### src/axi_lite_pkg.sv
package axi_lite_pkg;

    typedef enum logic [1:0] {
        RESP_OKAY   = 2'b00,
        RESP_SLVERR = 2'b10,
        RESP_DECERR = 2'b11
    } resp_e;

    localparam int AXI_ADDR_WIDTH = 16;
    localparam int AXI_DATA_WIDTH = 32;
    // one strobe per data byte
    localparam int AXI_STRB_WIDTH = AXI_DATA_WIDTH / 8;

endpackage

### src/soc_pkg.sv
package soc_pkg;

    typedef logic [15:0] addr_t;
    typedef logic [31:0] data_t;
    typedef logic [3:0]  strb_t;
    typedef logic [7:0]  offset_t;

    typedef enum logic [1:0] {
        REGION_BUTTONS,
        REGION_TIMER,
        REGION_CLINT,
        REGION_NONE
    } region_e;

    // region bases, decoded on address bits 15 to 12
    localparam addr_t BUTTONS_BASE = 16'h1000;
    localparam addr_t TIMER_BASE   = 16'h2000;
    localparam addr_t CLINT_BASE   = 16'h3000;

    // clint register offsets
    localparam offset_t CLINT_MSIP        = 8'h00;
    localparam offset_t CLINT_MTIMECMP_LO = 8'h04;
    localparam offset_t CLINT_MTIMECMP_HI = 8'h08;
    localparam offset_t CLINT_MTIME_LO    = 8'h0C;
    localparam offset_t CLINT_MTIME_HI    = 8'h10;

    // counter offsets in the timer region
    localparam offset_t TIMER_FAST = 8'h00;
    localparam offset_t TIMER_SLOW = 8'h04;

    // single register in the button region
    localparam offset_t BUTTONS_PRESSED = 8'h00;

    localparam int SLOW_DIVISION = 50;
    localparam int BUTTON_COUNT  = 8;

endpackage

### src/axil_periph_bridge.sv
`timescale 1ns/1ns

module axil_periph_bridge (
    input  logic clk,
    input  logic rst_n,

    input  logic                                    awvalid,
    output logic                                    awready,
    input  logic [axi_lite_pkg::AXI_ADDR_WIDTH-1:0] awaddr,
    input  logic                                    wvalid,
    output logic                                    wready,
    input  logic [axi_lite_pkg::AXI_DATA_WIDTH-1:0] wdata,
    input  logic [axi_lite_pkg::AXI_STRB_WIDTH-1:0] wstrb,
    output logic                                    bvalid,
    input  logic                                    bready,
    output axi_lite_pkg::resp_e                     bresp,
    input  logic                                    arvalid,
    output logic                                    arready,
    input  logic [axi_lite_pkg::AXI_ADDR_WIDTH-1:0] araddr,
    output logic                                    rvalid,
    input  logic                                    rready,
    output logic [axi_lite_pkg::AXI_DATA_WIDTH-1:0] rdata,
    output axi_lite_pkg::resp_e                     rresp,

    output logic                req_valid,
    output logic                req_write,
    output soc_pkg::addr_t      req_addr,
    output soc_pkg::data_t      req_wdata,
    output soc_pkg::strb_t      req_wstrb,
    input  soc_pkg::data_t      rsp_rdata,
    input  axi_lite_pkg::resp_e rsp_resp
);

    typedef enum logic [1:0] {
        IDLE,
        WRITE_RESP,
        READ_RESP
    } state_e;

    state_e              state;
    state_e              state_next;
    logic                read_accept;
    logic                write_accept;
    soc_pkg::data_t      rdata_q;
    axi_lite_pkg::resp_e resp_q;

    // reads win over a waiting write
    assign read_accept  = (state == IDLE) && arvalid;
    assign write_accept = (state == IDLE) && !arvalid && awvalid && wvalid;

    assign arready = read_accept;
    assign awready = write_accept;
    assign wready  = write_accept;

    // one request in the acceptance cycle
    assign req_valid = read_accept || write_accept;
    assign req_write = write_accept;
    assign req_addr  = read_accept ? araddr : awaddr;
    assign req_wdata = wdata;
    assign req_wstrb = wstrb;

    always_comb begin
        state_next = state;
        case (state)
            IDLE: begin
                if (read_accept) begin
                    state_next = READ_RESP;
                end else if (write_accept) begin
                    state_next = WRITE_RESP;
                end
            end
            WRITE_RESP: begin
                if (bready) begin
                    state_next = IDLE;
                end
            end
            READ_RESP: begin
                if (rready) begin
                    state_next = IDLE;
                end
            end
            default: state_next = IDLE;
        endcase
    end

    always_ff @(posedge clk or negedge rst_n) begin
        if (!rst_n) begin
            state <= IDLE;
        end else begin
            state <= state_next;
        end
    end

    // bus answers in the request cycle, hold it until the master takes it
    always_ff @(posedge clk) begin
        if (req_valid) begin
            resp_q <= rsp_resp;
            if (!req_write) begin
                rdata_q <= rsp_rdata;
            end
        end
    end

    assign bvalid = (state == WRITE_RESP);
    assign rvalid = (state == READ_RESP);
    assign bresp  = resp_q;
    assign rresp  = resp_q;
    assign rdata  = rdata_q;

endmodule

### src/button_port.sv
`timescale 1ns/1ns

module button_port (
    input  logic                             clk,
    input  logic                             rst_n,
    input  logic [soc_pkg::BUTTON_COUNT-1:0] buttons_n,
    output logic [soc_pkg::BUTTON_COUNT-1:0] pressed
);

    logic [soc_pkg::BUTTON_COUNT-1:0] sync_1;
    logic [soc_pkg::BUTTON_COUNT-1:0] sync_2;

    // pins are active low, invert at the first stage
    always_ff @(posedge clk or negedge rst_n) begin
        if (!rst_n) begin
            sync_1 <= '0;
            sync_2 <= '0;
        end else begin
            sync_1 <= ~buttons_n;
            sync_2 <= sync_1;
        end
    end

    assign pressed = sync_2;

endmodule

### src/clint.sv
`timescale 1ns/1ns

module clint (
    input  logic             clk,
    input  logic             rst_n,
    input  logic             we,
    input  soc_pkg::offset_t offset,
    input  soc_pkg::data_t   wdata,
    input  soc_pkg::strb_t   wstrb,
    output soc_pkg::data_t   rdata,
    output logic             offset_valid,
    output logic             msw_irq,
    output logic             mtimer_irq
);

    logic [63:0] mtime;
    logic [63:0] mtimecmp;
    logic [63:0] mtime_next;
    logic        msip;

    // replace only the strobed bytes
    function automatic soc_pkg::data_t merge_bytes(
        input soc_pkg::data_t old_word,
        input soc_pkg::data_t new_word,
        input soc_pkg::strb_t strb
    );
        soc_pkg::data_t result;
        result = old_word;
        for (int i = 0; i < 4; i++) begin
            if (strb[i]) begin
                result[8*i +: 8] = new_word[8*i +: 8];
            end
        end
        return result;
    endfunction

    // a write to one half overrides that half of the increment
    always_comb begin
        mtime_next = mtime + 64'd1;
        if (we && offset == soc_pkg::CLINT_MTIME_LO) begin
            mtime_next[31:0] = merge_bytes(mtime_next[31:0], wdata, wstrb);
        end
        if (we && offset == soc_pkg::CLINT_MTIME_HI) begin
            mtime_next[63:32] = merge_bytes(mtime_next[63:32], wdata, wstrb);
        end
    end

    always_ff @(posedge clk or negedge rst_n) begin
        if (!rst_n) begin
            mtime      <= '0;
            mtimecmp   <= '1;
            msip       <= 1'b0;
            mtimer_irq <= 1'b0;
        end else begin
            mtime      <= mtime_next;
            mtimer_irq <= (mtime >= mtimecmp);
            if (we) begin
                case (offset)
                    soc_pkg::CLINT_MSIP: begin
                        if (wstrb[0]) begin
                            msip <= wdata[0];
                        end
                    end
                    soc_pkg::CLINT_MTIMECMP_LO: begin
                        mtimecmp[31:0] <= merge_bytes(mtimecmp[31:0], wdata, wstrb);
                    end
                    soc_pkg::CLINT_MTIMECMP_HI: begin
                        mtimecmp[63:32] <= merge_bytes(mtimecmp[63:32], wdata, wstrb);
                    end
                    default: ;
                endcase
            end
        end
    end

    always_comb begin
        offset_valid = 1'b1;
        case (offset)
            soc_pkg::CLINT_MSIP:        rdata = {31'b0, msip};
            soc_pkg::CLINT_MTIMECMP_LO: rdata = mtimecmp[31:0];
            soc_pkg::CLINT_MTIMECMP_HI: rdata = mtimecmp[63:32];
            soc_pkg::CLINT_MTIME_LO:    rdata = mtime[31:0];
            soc_pkg::CLINT_MTIME_HI:    rdata = mtime[63:32];
            default: begin
                rdata        = '0;
                offset_valid = 1'b0;
            end
        endcase
    end

    assign msw_irq = msip;

endmodule

### src/cycle_timer.sv
`timescale 1ns/1ns

module cycle_timer #(
    parameter int DIVISION = 1
) (
    input  logic           clk,
    input  logic           rst_n,
    output soc_pkg::data_t count
);

    localparam int PRE_WIDTH = $clog2(DIVISION + 1);
    localparam logic [PRE_WIDTH-1:0] PRE_LAST = PRE_WIDTH'(DIVISION - 1);

    logic [PRE_WIDTH-1:0] prescale;
    logic                 tick;

    // tick once per DIVISION cycles
    assign tick = (prescale == PRE_LAST);

    always_ff @(posedge clk or negedge rst_n) begin
        if (!rst_n) begin
            prescale <= '0;
            count    <= '0;
        end else begin
            if (tick) begin
                prescale <= '0;
                count    <= count + 32'd1;
            end else begin
                prescale <= prescale + 1'b1;
            end
        end
    end

endmodule

### src/periph_bus.sv
`timescale 1ns/1ns

module periph_bus (
    input  logic                              req_valid,
    input  logic                              req_write,
    input  soc_pkg::addr_t                    req_addr,
    input  soc_pkg::data_t                    req_wdata,
    input  soc_pkg::strb_t                    req_wstrb,
    output soc_pkg::data_t                    rsp_rdata,
    output axi_lite_pkg::resp_e               rsp_resp,
    output soc_pkg::offset_t                  offset,
    output soc_pkg::data_t                    wdata,
    output soc_pkg::strb_t                    wstrb,
    output logic                              clint_we,
    input  soc_pkg::data_t                    clint_rdata,
    input  logic                              clint_offset_valid,
    input  soc_pkg::data_t                    timer_fast,
    input  soc_pkg::data_t                    timer_slow,
    input  logic [soc_pkg::BUTTON_COUNT-1:0] buttons_pressed
);

    soc_pkg::region_e region;

    always_comb begin
        if (req_addr[15:12] == soc_pkg::BUTTONS_BASE[15:12]) begin
            region = soc_pkg::REGION_BUTTONS;
        end else if (req_addr[15:12] == soc_pkg::TIMER_BASE[15:12]) begin
            region = soc_pkg::REGION_TIMER;
        end else if (req_addr[15:12] == soc_pkg::CLINT_BASE[15:12]) begin
            region = soc_pkg::REGION_CLINT;
        end else begin
            region = soc_pkg::REGION_NONE;
        end
    end

    assign offset = req_addr[7:0];
    assign wdata  = req_wdata;
    assign wstrb  = req_wstrb;

    // clint is the only writable region
    assign clint_we = req_valid && req_write && (region == soc_pkg::REGION_CLINT);

    always_comb begin
        rsp_rdata = '0;
        rsp_resp  = axi_lite_pkg::RESP_OKAY;
        case (region)
            soc_pkg::REGION_BUTTONS: begin
                if (req_write || offset != soc_pkg::BUTTONS_PRESSED) begin
                    rsp_resp = axi_lite_pkg::RESP_SLVERR;
                end else begin
                    rsp_rdata = soc_pkg::data_t'(buttons_pressed);
                end
            end
            soc_pkg::REGION_TIMER: begin
                if (req_write) begin
                    rsp_resp = axi_lite_pkg::RESP_SLVERR;
                end else if (offset == soc_pkg::TIMER_FAST) begin
                    rsp_rdata = timer_fast;
                end else if (offset == soc_pkg::TIMER_SLOW) begin
                    rsp_rdata = timer_slow;
                end else begin
                    rsp_resp = axi_lite_pkg::RESP_SLVERR;
                end
            end
            soc_pkg::REGION_CLINT: begin
                // offset check lives in the clint itself
                if (!clint_offset_valid) begin
                    rsp_resp = axi_lite_pkg::RESP_SLVERR;
                end else if (!req_write) begin
                    rsp_rdata = clint_rdata;
                end
            end
            default: rsp_resp = axi_lite_pkg::RESP_DECERR;
        endcase
    end

endmodule

### src/periph_top.sv
`timescale 1ns/1ns

module periph_top (
    input  logic clk,
    input  logic ext_reset,

    input  logic                                    awvalid,
    output logic                                    awready,
    input  logic [axi_lite_pkg::AXI_ADDR_WIDTH-1:0] awaddr,
    input  logic                                    wvalid,
    output logic                                    wready,
    input  logic [axi_lite_pkg::AXI_DATA_WIDTH-1:0] wdata,
    input  logic [axi_lite_pkg::AXI_STRB_WIDTH-1:0] wstrb,
    output logic                                    bvalid,
    input  logic                                    bready,
    output axi_lite_pkg::resp_e                     bresp,
    input  logic                                    arvalid,
    output logic                                    arready,
    input  logic [axi_lite_pkg::AXI_ADDR_WIDTH-1:0] araddr,
    output logic                                    rvalid,
    input  logic                                    rready,
    output logic [axi_lite_pkg::AXI_DATA_WIDTH-1:0] rdata,
    output axi_lite_pkg::resp_e                     rresp,

    input  logic [soc_pkg::BUTTON_COUNT-1:0] buttons_n,
    output logic                             msw_irq,
    output logic                             mtimer_irq
);

    logic                             rst_n;
    logic                             req_valid;
    logic                             req_write;
    soc_pkg::addr_t                   req_addr;
    soc_pkg::data_t                   req_wdata;
    soc_pkg::strb_t                   req_wstrb;
    soc_pkg::data_t                   rsp_rdata;
    axi_lite_pkg::resp_e              rsp_resp;
    soc_pkg::offset_t                 bus_offset;
    soc_pkg::data_t                   bus_wdata;
    soc_pkg::strb_t                   bus_wstrb;
    logic                             clint_we;
    soc_pkg::data_t                   clint_rdata;
    logic                             clint_offset_valid;
    soc_pkg::data_t                   timer_fast;
    soc_pkg::data_t                   timer_slow;
    logic [soc_pkg::BUTTON_COUNT-1:0] buttons_pressed;

    reset_sync reset_sync_i (
        .clk       (clk),
        .ext_reset (ext_reset),
        .rst_n     (rst_n)
    );

    axil_periph_bridge bridge_i (
        .clk       (clk),
        .rst_n     (rst_n),
        .awvalid   (awvalid),
        .awready   (awready),
        .awaddr    (awaddr),
        .wvalid    (wvalid),
        .wready    (wready),
        .wdata     (wdata),
        .wstrb     (wstrb),
        .bvalid    (bvalid),
        .bready    (bready),
        .bresp     (bresp),
        .arvalid   (arvalid),
        .arready   (arready),
        .araddr    (araddr),
        .rvalid    (rvalid),
        .rready    (rready),
        .rdata     (rdata),
        .rresp     (rresp),
        .req_valid (req_valid),
        .req_write (req_write),
        .req_addr  (req_addr),
        .req_wdata (req_wdata),
        .req_wstrb (req_wstrb),
        .rsp_rdata (rsp_rdata),
        .rsp_resp  (rsp_resp)
    );

    periph_bus bus_i (
        .req_valid          (req_valid),
        .req_write          (req_write),
        .req_addr           (req_addr),
        .req_wdata          (req_wdata),
        .req_wstrb          (req_wstrb),
        .rsp_rdata          (rsp_rdata),
        .rsp_resp           (rsp_resp),
        .offset             (bus_offset),
        .wdata              (bus_wdata),
        .wstrb              (bus_wstrb),
        .clint_we           (clint_we),
        .clint_rdata        (clint_rdata),
        .clint_offset_valid (clint_offset_valid),
        .timer_fast         (timer_fast),
        .timer_slow         (timer_slow),
        .buttons_pressed    (buttons_pressed)
    );

    clint clint_i (
        .clk          (clk),
        .rst_n        (rst_n),
        .we           (clint_we),
        .offset       (bus_offset),
        .wdata        (bus_wdata),
        .wstrb        (bus_wstrb),
        .rdata        (clint_rdata),
        .offset_valid (clint_offset_valid),
        .msw_irq      (msw_irq),
        .mtimer_irq   (mtimer_irq)
    );

    cycle_timer #(.DIVISION(1)) timer_fast_i (
        .clk   (clk),
        .rst_n (rst_n),
        .count (timer_fast)
    );

    cycle_timer #(.DIVISION(soc_pkg::SLOW_DIVISION)) timer_slow_i (
        .clk   (clk),
        .rst_n (rst_n),
        .count (timer_slow)
    );

    button_port button_port_i (
        .clk       (clk),
        .rst_n     (rst_n),
        .buttons_n (buttons_n),
        .pressed   (buttons_pressed)
    );

endmodule

### src/reset_sync.sv
`timescale 1ns/1ns

module reset_sync (
    input  logic clk,
    input  logic ext_reset,
    output logic rst_n
);

    // fills with ones from the bottom, full after four edges
    logic [3:0] fill;

    always_ff @(posedge clk or negedge ext_reset) begin
        if (!ext_reset) begin
            fill <= '0;
        end else begin
            fill <= {fill[2:0], 1'b1};
        end
    end

    // top stage is only set once all lower stages are
    assign rst_n = fill[3];

endmodule

### config.mk
export PLATFORM = sky130hd
export DESIGN_NAME = periph_top
export DESIGN_NICKNAME = d
export VERILOG_FILES = /design/src/axi_lite_pkg.sv /design/src/soc_pkg.sv /design/src/axil_periph_bridge.sv /design/src/button_port.sv /design/src/clint.sv /design/src/cycle_timer.sv /design/src/periph_bus.sv /design/src/periph_top.sv /design/src/reset_sync.sv
export SDC_FILE = /design/constraint.sdc
export NUM_CORES = 1
export LEC_CHECK = 0
export BUFFER_PORTS_ARGS = -buffer_cell sky130_fd_sc_hd__buf_2
export CAP_MARGIN = 15
export CELL_PAD_IN_SITES_DETAIL_PLACEMENT = 1
export CELL_PAD_IN_SITES_GLOBAL_PLACEMENT = 1
export CORE_ASPECT_RATIO = 0.75
export CORE_MARGIN = 2
export CORE_UTILIZATION = 47
export CTS_BUF_LIST = sky130_fd_sc_hd__clkbuf_8 sky130_fd_sc_hd__clkbuf_16
export DETAILED_ROUTE_END_ITERATION = 16
export PLACE_DENSITY = 0.83
export SYNTH_ARGS = -nofsm -noshare
export SYNTH_HDL_FRONTEND = slang
export SYNTH_SLANG_ARGS = --single-unit
### constraint.sdc
create_clock -name clk -period 7.4 [get_ports clk]
set_input_delay 1.11 -clock clk [delete_from_list [all_inputs] [get_ports clk]]
set_output_delay 1.11 -clock clk [all_outputs]
set_load 0.01 [all_outputs]
After elaboration in Yosys (flattened, before gate mapping). Cells that the tools add are included.

Equality and inequality tests: 15. Bitwise logic cells: 2. Div/mod/pow operators: 0. $mul: 0. Multiplexer cells: 34. Reductions and logical operators: 27. Magnitude comparators: 1. Shift operators: 0. Add/sub/neg operators: 5.

Operators with widths (number): 2-to-1 mux 32 bit (5); case mux 32 bit (5 select lines) (1); case mux 32 bit (3 select lines) (1); 2-to-1 mux 8 bit (9); adder 32 x 1 -> 32 bit, second input constant (2); adder 64 x 1 -> 64 bit, second input constant (1); >= comparator 64 bit (1); AND reduction 3 bit (10); 2-to-1 mux 2 bit (11); equality test 8 x 4 -> 1 bit, second input constant (2); 2-to-1 mux 16 bit (1); case mux 2 bit (3 select lines) (2); equality test 4 x 2 -> 1 bit, second input constant (2); equality test 8 x 3 -> 1 bit, second input constant (1); equality test 8 x 5 -> 1 bit, second input constant (1); logical AND 1 bit (8); zero test 8 bit (1); inverter 8 bit (1); nonzero test 8 bit (1); adder 6 x 1 -> 6 bit, second input constant (1); equality test 6 bit, second input constant (1); 2-to-1 mux 6 bit (1); OR reduction 5 bit (1); equality test 2 x 1 -> 1 bit, second input constant (2); other kinds (11) (17).

Output and inout port bits: 43. Latch bits: 0. Memory bits (writable): 0. Word-level logic and storage cells: 105. ROM bits: 0. Flip-flop bits (word level): 257. Memories kept: 0.

Longest topological paths before layout. Gate-level depths: netlist (run 1).

Depth after elaboration: 11. Gate-level depth with buffers: 10. Depth with buffers taken out: 8.

Hierarchy. Synthesis (run 1) repeated with hierarchy kept, for this count alone.

Cells, all modules: 1456. Area, all modules: 15248.4 um^2.

By module, submodules not included: clint (times used 1, area each 8572.0 um^2, seq. area each 3333.2 um^2, cells each 903); cycle_timer at timer_slow_i (times used 1, area each 1767.9 um^2, seq. area each 950.9 um^2, cells each 148); axil_periph_bridge (times used 1, area each 1722.9 um^2, seq. area each 1071.0 um^2, cells each 108); cycle_timer at timer_fast_i (times used 1, area each 1446.4 um^2, seq. area each 800.8 um^2, cells each 123); periph_bus (times used 1, area each 1204.9 um^2, seq. area each 0.0 um^2, cells each 145); button_port (times used 1, area each 430.4 um^2, seq. area each 400.4 um^2, cells each 24); reset_sync (times used 1, area each 103.8 um^2, seq. area each 100.1 um^2, cells each 5).

Worst setup path after synthesis (run 1). OpenSTA, ideal clock, no wires.

Path kind: input port to flip-flop. From: input port arvalid. To: register bridge_i.rdata_q[7] (netlist: bridge_i.rdata[7]), data pin. Path buffers: 3. Setup time: 0.261 ns. Data arrival time: 2.929 ns. Path slack: 4.211 ns. Cell stages on the path: 9. Path through: or3b_4 buf_4 and2_1 a32o_1 and2_0 clkbuf_1 buf_2 o2bb2ai_1 a221o_1.

Longest elaborated chain between the ends: 8.

RTL lines: start, declared (line periph_top.sv:17) `input logic arvalid,`; logical AND 1 bit (line axil_periph_bridge.sv:48) `assign read_accept = (state == IDLE) && arvalid;`; 2-to-1 mux 16 bit (line axil_periph_bridge.sv:58) `assign req_addr = read_accept ? araddr : awaddr;`; equality test 4 x 2 -> 1 bit (line periph_bus.sv:29) `end else if (req_addr[15:12] == soc_pkg::CLINT_BASE[15:12]) begin`; 2-to-1 mux 1 bit (line periph_bus.sv:29); 2-to-1 mux 2 bit (line periph_bus.sv:27) `end else if (req_addr[15:12] == soc_pkg::TIMER_BASE[15:12]) begin`; 2-to-1 mux 2 bit (line periph_bus.sv:25) `if (req_addr[15:12] == soc_pkg::BUTTONS_BASE[15:12]) begin`; equality test 2 bit, or another cell as far along (line periph_bus.sv:46) `case (region)`; case mux 32 bit (3 select lines) * (line periph_bus.sv:46); end signal, assigned (line axil_periph_bridge.sv:99) `rdata_q <= rsp_rdata;`; end, declared (line axil_periph_bridge.sv:44) `soc_pkg::data_t rdata_q;`.

Every way passes the cells marked *; elsewhere a longest branch is shown, timed or not. A chain may end at the register's enable or synchronous reset.

Worst setup path after layout (run 1).
From: input port arvalid. To: register bridge_i.rdata_q[15] (netlist: bridge_i.rdata[15]), data pin.

Longest elaborated chain between the ends: 8.

RTL lines (line): logical AND 1 bit * (axil_periph_bridge.sv:48); 2-to-1 mux 16 bit * (axil_periph_bridge.sv:58); equality test 4 x 2 -> 1 bit (periph_bus.sv:29); 2-to-1 mux 1 bit (periph_bus.sv:29); 2-to-1 mux 2 bit (periph_bus.sv:27); 2-to-1 mux 2 bit (periph_bus.sv:25); equality test 2 bit, or another cell as far along (periph_bus.sv:46); case mux 32 bit (3 select lines) * (periph_bus.sv:46).

Marks and branches as above.

==> flow_metrics.env, run 1 <==
export IMPL_overflow=0
export IMPL_maxSlewViolCount=0
export IMPL_post_route_util_pct=54.3
export IMPL_min_path_type="in2async"
export IMPL_leakage_nw=6.73
export IMPL_finalHoldViolCount=0
export IMPL_ys_types=67
export IMPL_place_inst=1840
export IMPL_diodes=0
export IMPL_yosysMostFrequentCell="dfrtp_1"
export IMPL_synth_top_cell_area_share_pct=28.2
export IMPL_h_tree_depth=1
export IMPL_die_w_um=203
export IMPL_placementRows=54
export IMPL_cts_buffers_inserted=27
export IMPL_clkTransAtPathRegs_ns=0.06
export IMPL_finalCriticalPeriod_ns=3.96
export IMPL_crit_type="in2reg"
export IMPL_synth_seq_area_share_pct=47.5
export IMPL_ys_ff_latch=256
export IMPL_cp_arrival_ns=4.20
export IMPL_rsz0062_at_grt="no"
export IMPL_internal_power_w=0.00237
export IMPL_drc_errors=0
export IMPL_crit_required_ns=7.64
export IMPL_portBuffers=117
export IMPL_fin_skew_ns=0.0181
export IMPL_post_cts_buffers=0
export IMPL_power_per_cell_area_nw_per_um2=198
export IMPL_synth_cells=1376
export IMPL_syn_nets=1528
export IMPL_dieArea_um2=31200
export IMPL_cp_end_kind="flop"
export IMPL_clkSinkCount=256
export IMPL_synth_area_per_cell_um2=10.2
export IMPL_power_frac_comb_pct=7.0
export IMPL_slew_headroom_pct=31.2
export IMPL_netlist_area_um2=14000
export IMPL_synth_area_leaders="dfrtp_1 28%, dfstp_2 12%, edfxtp_1 7.3%"
export IMPL_clock_latency_ns=0.57
export IMPL_critPathMaxFanout=43
export IMPL_grtUsageTotal_pct=28.1
export IMPL_timing_final_crit_share_pct=53.5
export IMPL_synth_area_leader_cell="dfrtp_1"
export IMPL_dieHeight_um=154
export IMPL_tritoncts="done"
export IMPL_status="complete, no violations"
export IMPL_crit_path_start_kind="primary input"
export IMPL_avgViaCountPerCell=6.05
export IMPL_peakVddDrop_mv=0.144
export IMPL_io_pin_count=126
export IMPL_cts_hold_buf=0
export IMPL_area_growth_pct=13.0
export IMPL_clock_root_buffer="clkbuf_16"
export IMPL_synth_commonest_cells="158 x dfrtp_1, 146 x nand2_1, 83 x inv_1, 77 x o21ai_0, 72 x nor2_1"
export IMPL_synth_top_flop_cell="dfrtp_1"
export IMPL_ys_warnings_count=0
export IMPL_synthArstFlopShare_pct=86.7
export IMPL_p_sw_w=0.000774
export IMPL_seqPwrFrac_pct=47.8
export IMPL_hold_slack_ns=0.351
export IMPL_firstDrtPassIters=5
export IMPL_fin_cells=1890
export IMPL_nNetsFinal=1629
export IMPL_num_vias=11400
export IMPL_first_iter_violations=796
export IMPL_drive_gt1_share_pct=20.3
export IMPL_place_gp_congestion=0.870
export IMPL_grt_max_degree=78
export IMPL_power_share_switching_pct=24.6
export IMPL_clock_power_share_pct=45.1
export IMPL_ant_nets=0
export IMPL_grt_first_pass_wirelength_um=68400
export IMPL_core_region_area_um2=29200
export IMPL_tightest_slew_ns=1.02
export IMPL_drt_total_wl_um=42900
export IMPL_clock_path_buffers=3
export IMPL_dp_final_hpwl_um=30400
export IMPL_post_cts_resized=0
export IMPL_setup_tns_ns=0
export IMPL_grt_pass1_vias=11900
export IMPL_synth_edf_count=34
export IMPL_antenna_found_initial=0
export IMPL_start_util_pct=48.0
export IMPL_drt_wirelength_per_cell_um=22.7
export IMPL_fmax_mhz=253
export IMPL_post_place_ws_ns=3.01
export IMPL_setup_viol=0
export IMPL_drv_cap=0
export IMPL_worst_slack_ns=3.44
-- cell type report --
cell class / count / area, um2
clock inverters: 17 / 159
flip-flops and latches: 256 / 6660
multi-input cells: 976 / 6770
well taps: 392 / 490
fillers: 3257 / 13300
repair buffers: 132 / 698
inverters: 84 / 315
clock buffers: 33 / 758
-- sequential cells by signal, indices dropped and copies added (netlist names) --
| signal | count |
|---|---|
| button_port_i.pressed | 8 |
| timer_fast_i.count | 32 |
| reset_sync_i.fill | 4 |
| bridge_i.bresp | 2 |
| clint_i.mtime | 64 |
| clint_i.mtimecmp | 64 |
| timer_slow_i.prescale | 6 |
| clint_i.mtimer_irq | 1 |
| bridge_i.rdata | 32 |
| timer_slow_i.count | 32 |
| clint_i.msw_irq | 1 |
| bridge_i.state | 2 |
| button_port_i.sync_1 | 8 |
-- power groups by stage --
| stage | Clock, W | Combinational, W | Sequential (W) |
|---|---|---|---|
| CTS | 0.00144 | 0.000222 | 0.00150 |
| global placement | 0 | 0.000212 | 0.00153 |
| finish | 0.00142 | 0.000222 | 0.00150 |
| detailed placement | 0 | 0.000220 | 0.00153 |
| floorplan | 0 | 0.000106 | 0.00154 |
| global route | 0.00149 | 0.000240 | 0.00151 |
-- stage by stage --
stage / power, W / cell area, um2
after floorplan: 0.00164 / 14000
after global placement: 0.00174 / 14900
after detailed placement: 0.00175 / 14900
after CTS: 0.00316 / 15800
after global routing: 0.00324 / 15800
final: 0.00315 / 15800
-- path summary, 6_finish.rpt --
check | startpoint | endpoint | slack, ns | cells past startpoint
max in group asynchronous | reset_sync_i.fill[3] | timer_slow_i.count[19] | 5.31 | 1
worst max-delay path | arvalid | bridge_i.rdata[15] | 3.44 | 8
worst min register to register | button_port_i.sync_1[4] | button_port_i.pressed[4] | 0.35 | 0
min in group clk | button_port_i.sync_1[4] | button_port_i.pressed[4] | 0.35 | 0
worst min-delay path | ext_reset | reset_sync_i.fill[1] | 0.35 | 1
worst max register to register | bridge_i.state[1] | bridge_i.rdata[15] | 3.62 | 7
-- placed cells by master, fill, tap and decap left out, drive strengths merged, types with 6 or more instances in the layout --
master	Yosys	layout
mux2i	28	28
nand2	146	146
a221oi	25	25
clkinv	1	11
a21o	19	19
nor2	75	75
and3	30	30
xnor2	70	70
dfrtp	158	158
nor4	6	6
inv	83	87
nor3	21	21
o2bb2ai	7	7
a21oi	62	62
o21ai	78	78
nand2b	8	8
xor2	56	56
a221o	7	7
dfstp	64	64
a32o	26	26
buf	38	132
and2	12	12
nand3	50	50
edfxtp	34	34
clkbuf	22	33
nand4	45	45
mux2	48	48
ha	69	69
o22ai	27	27
and4	17	17
-- worst max-delay path, stage by stage --
cell and delay [ns]:
buf_2 0.09, or3b_4 0.49, mux2i_4 0.22, buf_4 0.31
and2_0 0.46, buf_4 0.36, a221oi_1 0.86, o22ai_1 0.25
-- metal layers --
metal | GRT usage, % | part of all wire (%) | vias to the layer above
met5 | 0 | 0 | -
met4 | 6.50 | 2.0 | 0
met3 | 5.89 | 7.3 | 65
met2 | 44.2 | 46 | 400
met1 | 39.8 | 45 | 5836
li1 | - | - | 5139
-- cell families after synthesis --
kind of cell | count (synthesis) | synth area share [%]
fa+ha+maj | 69 | 6.16
mux | 76 | 5.85
xor+xnor | 126 | 7.87
compound gates | 268 | 12.6
flops | 256 | 47.5
simple gates | 436 | 15.6
other cells | 1 | 0.0267
buf+inv | 144 | 4.38
No activity file was read; power rests on OpenSTA's default activity.
==> run 2: changes to the inputs <==
--- a/config.mk
+++ b/config.mk
@@ -11,10 +11,10 @@
 export CELL_PAD_IN_SITES_GLOBAL_PLACEMENT = 1
 export CORE_ASPECT_RATIO = 0.75
 export CORE_MARGIN = 2
-export CORE_UTILIZATION = 47
+export CORE_UTILIZATION = 43
 export CTS_BUF_LIST = sky130_fd_sc_hd__clkbuf_8 sky130_fd_sc_hd__clkbuf_16
 export DETAILED_ROUTE_END_ITERATION = 16
-export PLACE_DENSITY = 0.83
+export PLACE_DENSITY = 0.8
 export SYNTH_ARGS = -nofsm -noshare
 export SYNTH_HDL_FRONTEND = slang
 export SYNTH_SLANG_ARGS = --single-unit
==> constraint.sdc (replaced) <==
create_clock -name clk -period 3.6 [get_ports clk]
set_input_delay 0.54 -clock clk [delete_from_list [all_inputs] [get_ports clk]]
set_output_delay 0.54 -clock clk [all_outputs]
set_load 0.01 [all_outputs]
==> run 2 against run 1 <==
- combinational power grew 110%
- non-clock buffer count grew 24
- clock-buffer cell count shrank 4
- critical path type is now reg2reg
- largest cell class unchanged
- largest power group unchanged
==> flow_metrics.env, run 2 (synthesis gave the netlist of run 1 again) <==
export IMPL_status="complete, no violations"
export IMPL_rsz0062_at_grt="no"
export IMPL_hold_path_depth=2
export IMPL_crit_required_ns=3.89
export IMPL_overflow=0
export IMPL_io_pin_count=126
export IMPL_post_route_util_pct=49.8
export IMPL_finalCriticalPeriod_ns=3.17
export IMPL_grt_first_pass_wirelength_um=67700
export IMPL_antenna_found_initial=4
export IMPL_clock_latency_ns=0.58
export IMPL_grtUsageTotal_pct=25.5
export IMPL_drc_errors=0
export IMPL_tritoncts="done"
export IMPL_clkTransAtPathRegs_ns=0.06
export IMPL_setup_viol=0
export IMPL_maxSlewViolCount=0
export IMPL_drive_gt1_share_pct=20.9
export IMPL_place_gp_congestion=0.856
export IMPL_post_cts_buffers=0
export IMPL_r2r_setup_slack_ns=0.43
export IMPL_clkSinkCount=256
export IMPL_cts_hold_buf=1
export IMPL_ant_nets=0
export IMPL_placementRows=57
export IMPL_first_iter_violations=760
export IMPL_drt_wirelength_per_cell_um=21.9
export IMPL_die_w_um=213
export IMPL_hold_path_end="button_port_i.sync_1[5]"
export IMPL_cpMostUsedCell="buf_4"
export IMPL_dieHeight_um=160
export IMPL_crit_path_start_kind="flop"
export IMPL_cp_end_kind="flop"
export IMPL_cpMaxStageDelayCell="or3b_4"
export IMPL_timing_final_crit_share_pct=88.2
export IMPL_fin_skew_ns=0.0161
export IMPL_drt_total_wl_um=43000
export IMPL_slew_headroom_pct=43.1
export IMPL_finalHoldViolCount=0
export IMPL_num_vias=11400
export IMPL_slowest_delay_ns=0.53
export IMPL_avgViaCountPerCell=5.79
export IMPL_rr_worst_depth=10
export IMPL_cp_arrival_ns=3.46
export IMPL_start_util_pct=43.5
export IMPL_holdCritStartpoint="buttons_n[5]"
export IMPL_post_cts_resized=0
export IMPL_tightest_slew_ns=0.847
export IMPL_cts_buffers_inserted=28
export IMPL_drv_cap=0
export IMPL_final_common_cell="dfrtp_1"
export IMPL_cp_cell_sequence="or3b_4, clkinv_1, buf_4, nor2_1, a22o_1, buf_12, a32o_1, a221oi_1, buf_4, o22ai_1"
export IMPL_power_per_cell_area_nw_per_um2=388
export IMPL_peakVddDrop_mv=0.308
export IMPL_crit_type="reg2reg"
export IMPL_h_tree_depth=1
export IMPL_r2r_start="bridge_i.state[1]"
export IMPL_portBuffers=117
export IMPL_grt_pass1_vias=12100
export IMPL_core_region_area_um2=32200
export IMPL_nNetsFinal=1654
export IMPL_leakage_nw=6.81
export IMPL_setup_tns_ns=0
export IMPL_dp_final_hpwl_um=31500
export IMPL_final_cell_mix="157 x dfrtp_1, 146 x nand2_1, 117 x buf_2"
export IMPL_reg_largest_list="clint_i.mtime: 64 flops, clint_i.mtimecmp: 64 flops"
export IMPL_grt_max_degree=80
export IMPL_clock_root_buffer="clkbuf_16"
export IMPL_dieArea_um2=34100
export IMPL_r2r_end="bridge_i.rdata[10]"
export IMPL_fin_total_pwr_w=0.00622
export IMPL_clock_path_buffers=3
export IMPL_firstDrtPassIters=5
export IMPL_min_path_type="in2reg"
export IMPL_area_growth_pct=14.5
export IMPL_fmax_mhz=315
export IMPL_critPathMaxFanout=28
[run 2: cell types whose count changed in the layout (fill, tap and decap cells not counted), sizes merged]
cell         before  now
clkinvlp          0    4
buf             132  155
bufinv            3    0
clkbuf           33   29
diode             0    2
clkinv           11    8
dlygate4sd3       0    1
inv              87   93
[run 2: worst max-delay path by stage]
stage | to | slack (ns) | start | cells past startpoint
CTS | bridge_i.rdata[12] | 0.54 | bridge_i.state[1] | 9
global route | bridge_i.rdata[10] | 0.29 | bridge_i.state[1] | 10
detailed placement | bridge_i.rdata[10] | 0.34 | arvalid | 10
finish | bridge_i.rdata[10] | 0.43 | bridge_i.state[1] | 10
floorplan | bridge_i.state[0] | 0.04 | reset_sync_i.fill[3] | 0
global placement | bridge_i.rdata[10] | 0.39 | arvalid | 10
[run 2: metal layers]
metal,global-route usage [%],part of all wire (%),vias to the layer above
li1,-,-,5180
met2,40.7,46,305
met1,34.6,44,5810
met4,6.52,2.5,4
met3,6.77,7.4,75
met5,0,0.063,-
[run 2: area by class of cell]
| type | count | area [um2] |
|---|---|---|
| Multi-Input combinational cell | 976 | 6760 |
| Clock buffer | 29 | 714 |
| Clock inverter | 21 | 111 |
| Tap cell | 442 | 553 |
| Timing Repair Buffer | 156 | 931 |
| Fill cell | 3613 | 16200 |
| Inverter | 84 | 315 |
| Sequential cell | 256 | 6660 |
| Antenna cell | 2 | 5.00 |
[run 2: report_power, final]
group	leakage [nW]	switching (W)	internal (W)
logic	3.51	0.000307	0.000168
registers	2.87	0.0000679	0.00301
clock network	0.432	0.00124	0.00143
total	6.81	0.00161	0.00461
[run 2: worst max-delay path: cells and delay by family (launching register included)]
kind | cells | cell delay [ns]
buffers and inverters | 4 | 0.71
and+or+nand+nor | 2 | 0.60
DFF | 1 | 0.43
AOI/OAI and AO/OA | 4 | 1.14
[run 2: stage by stage]
step	setup slack, ns	area (um2)	std cells	hold WS, ns
after global routing	0.288	16100	1965	0.0966
final	0.426	16100	1966	0.0981
after CTS	0.537	16000	1964	0.0826
after global placement	0.387	15200	1913	0.311
after detailed placement	0.341	15200	1913	0.310
after floorplan	0.0420	14000	1376	0.244
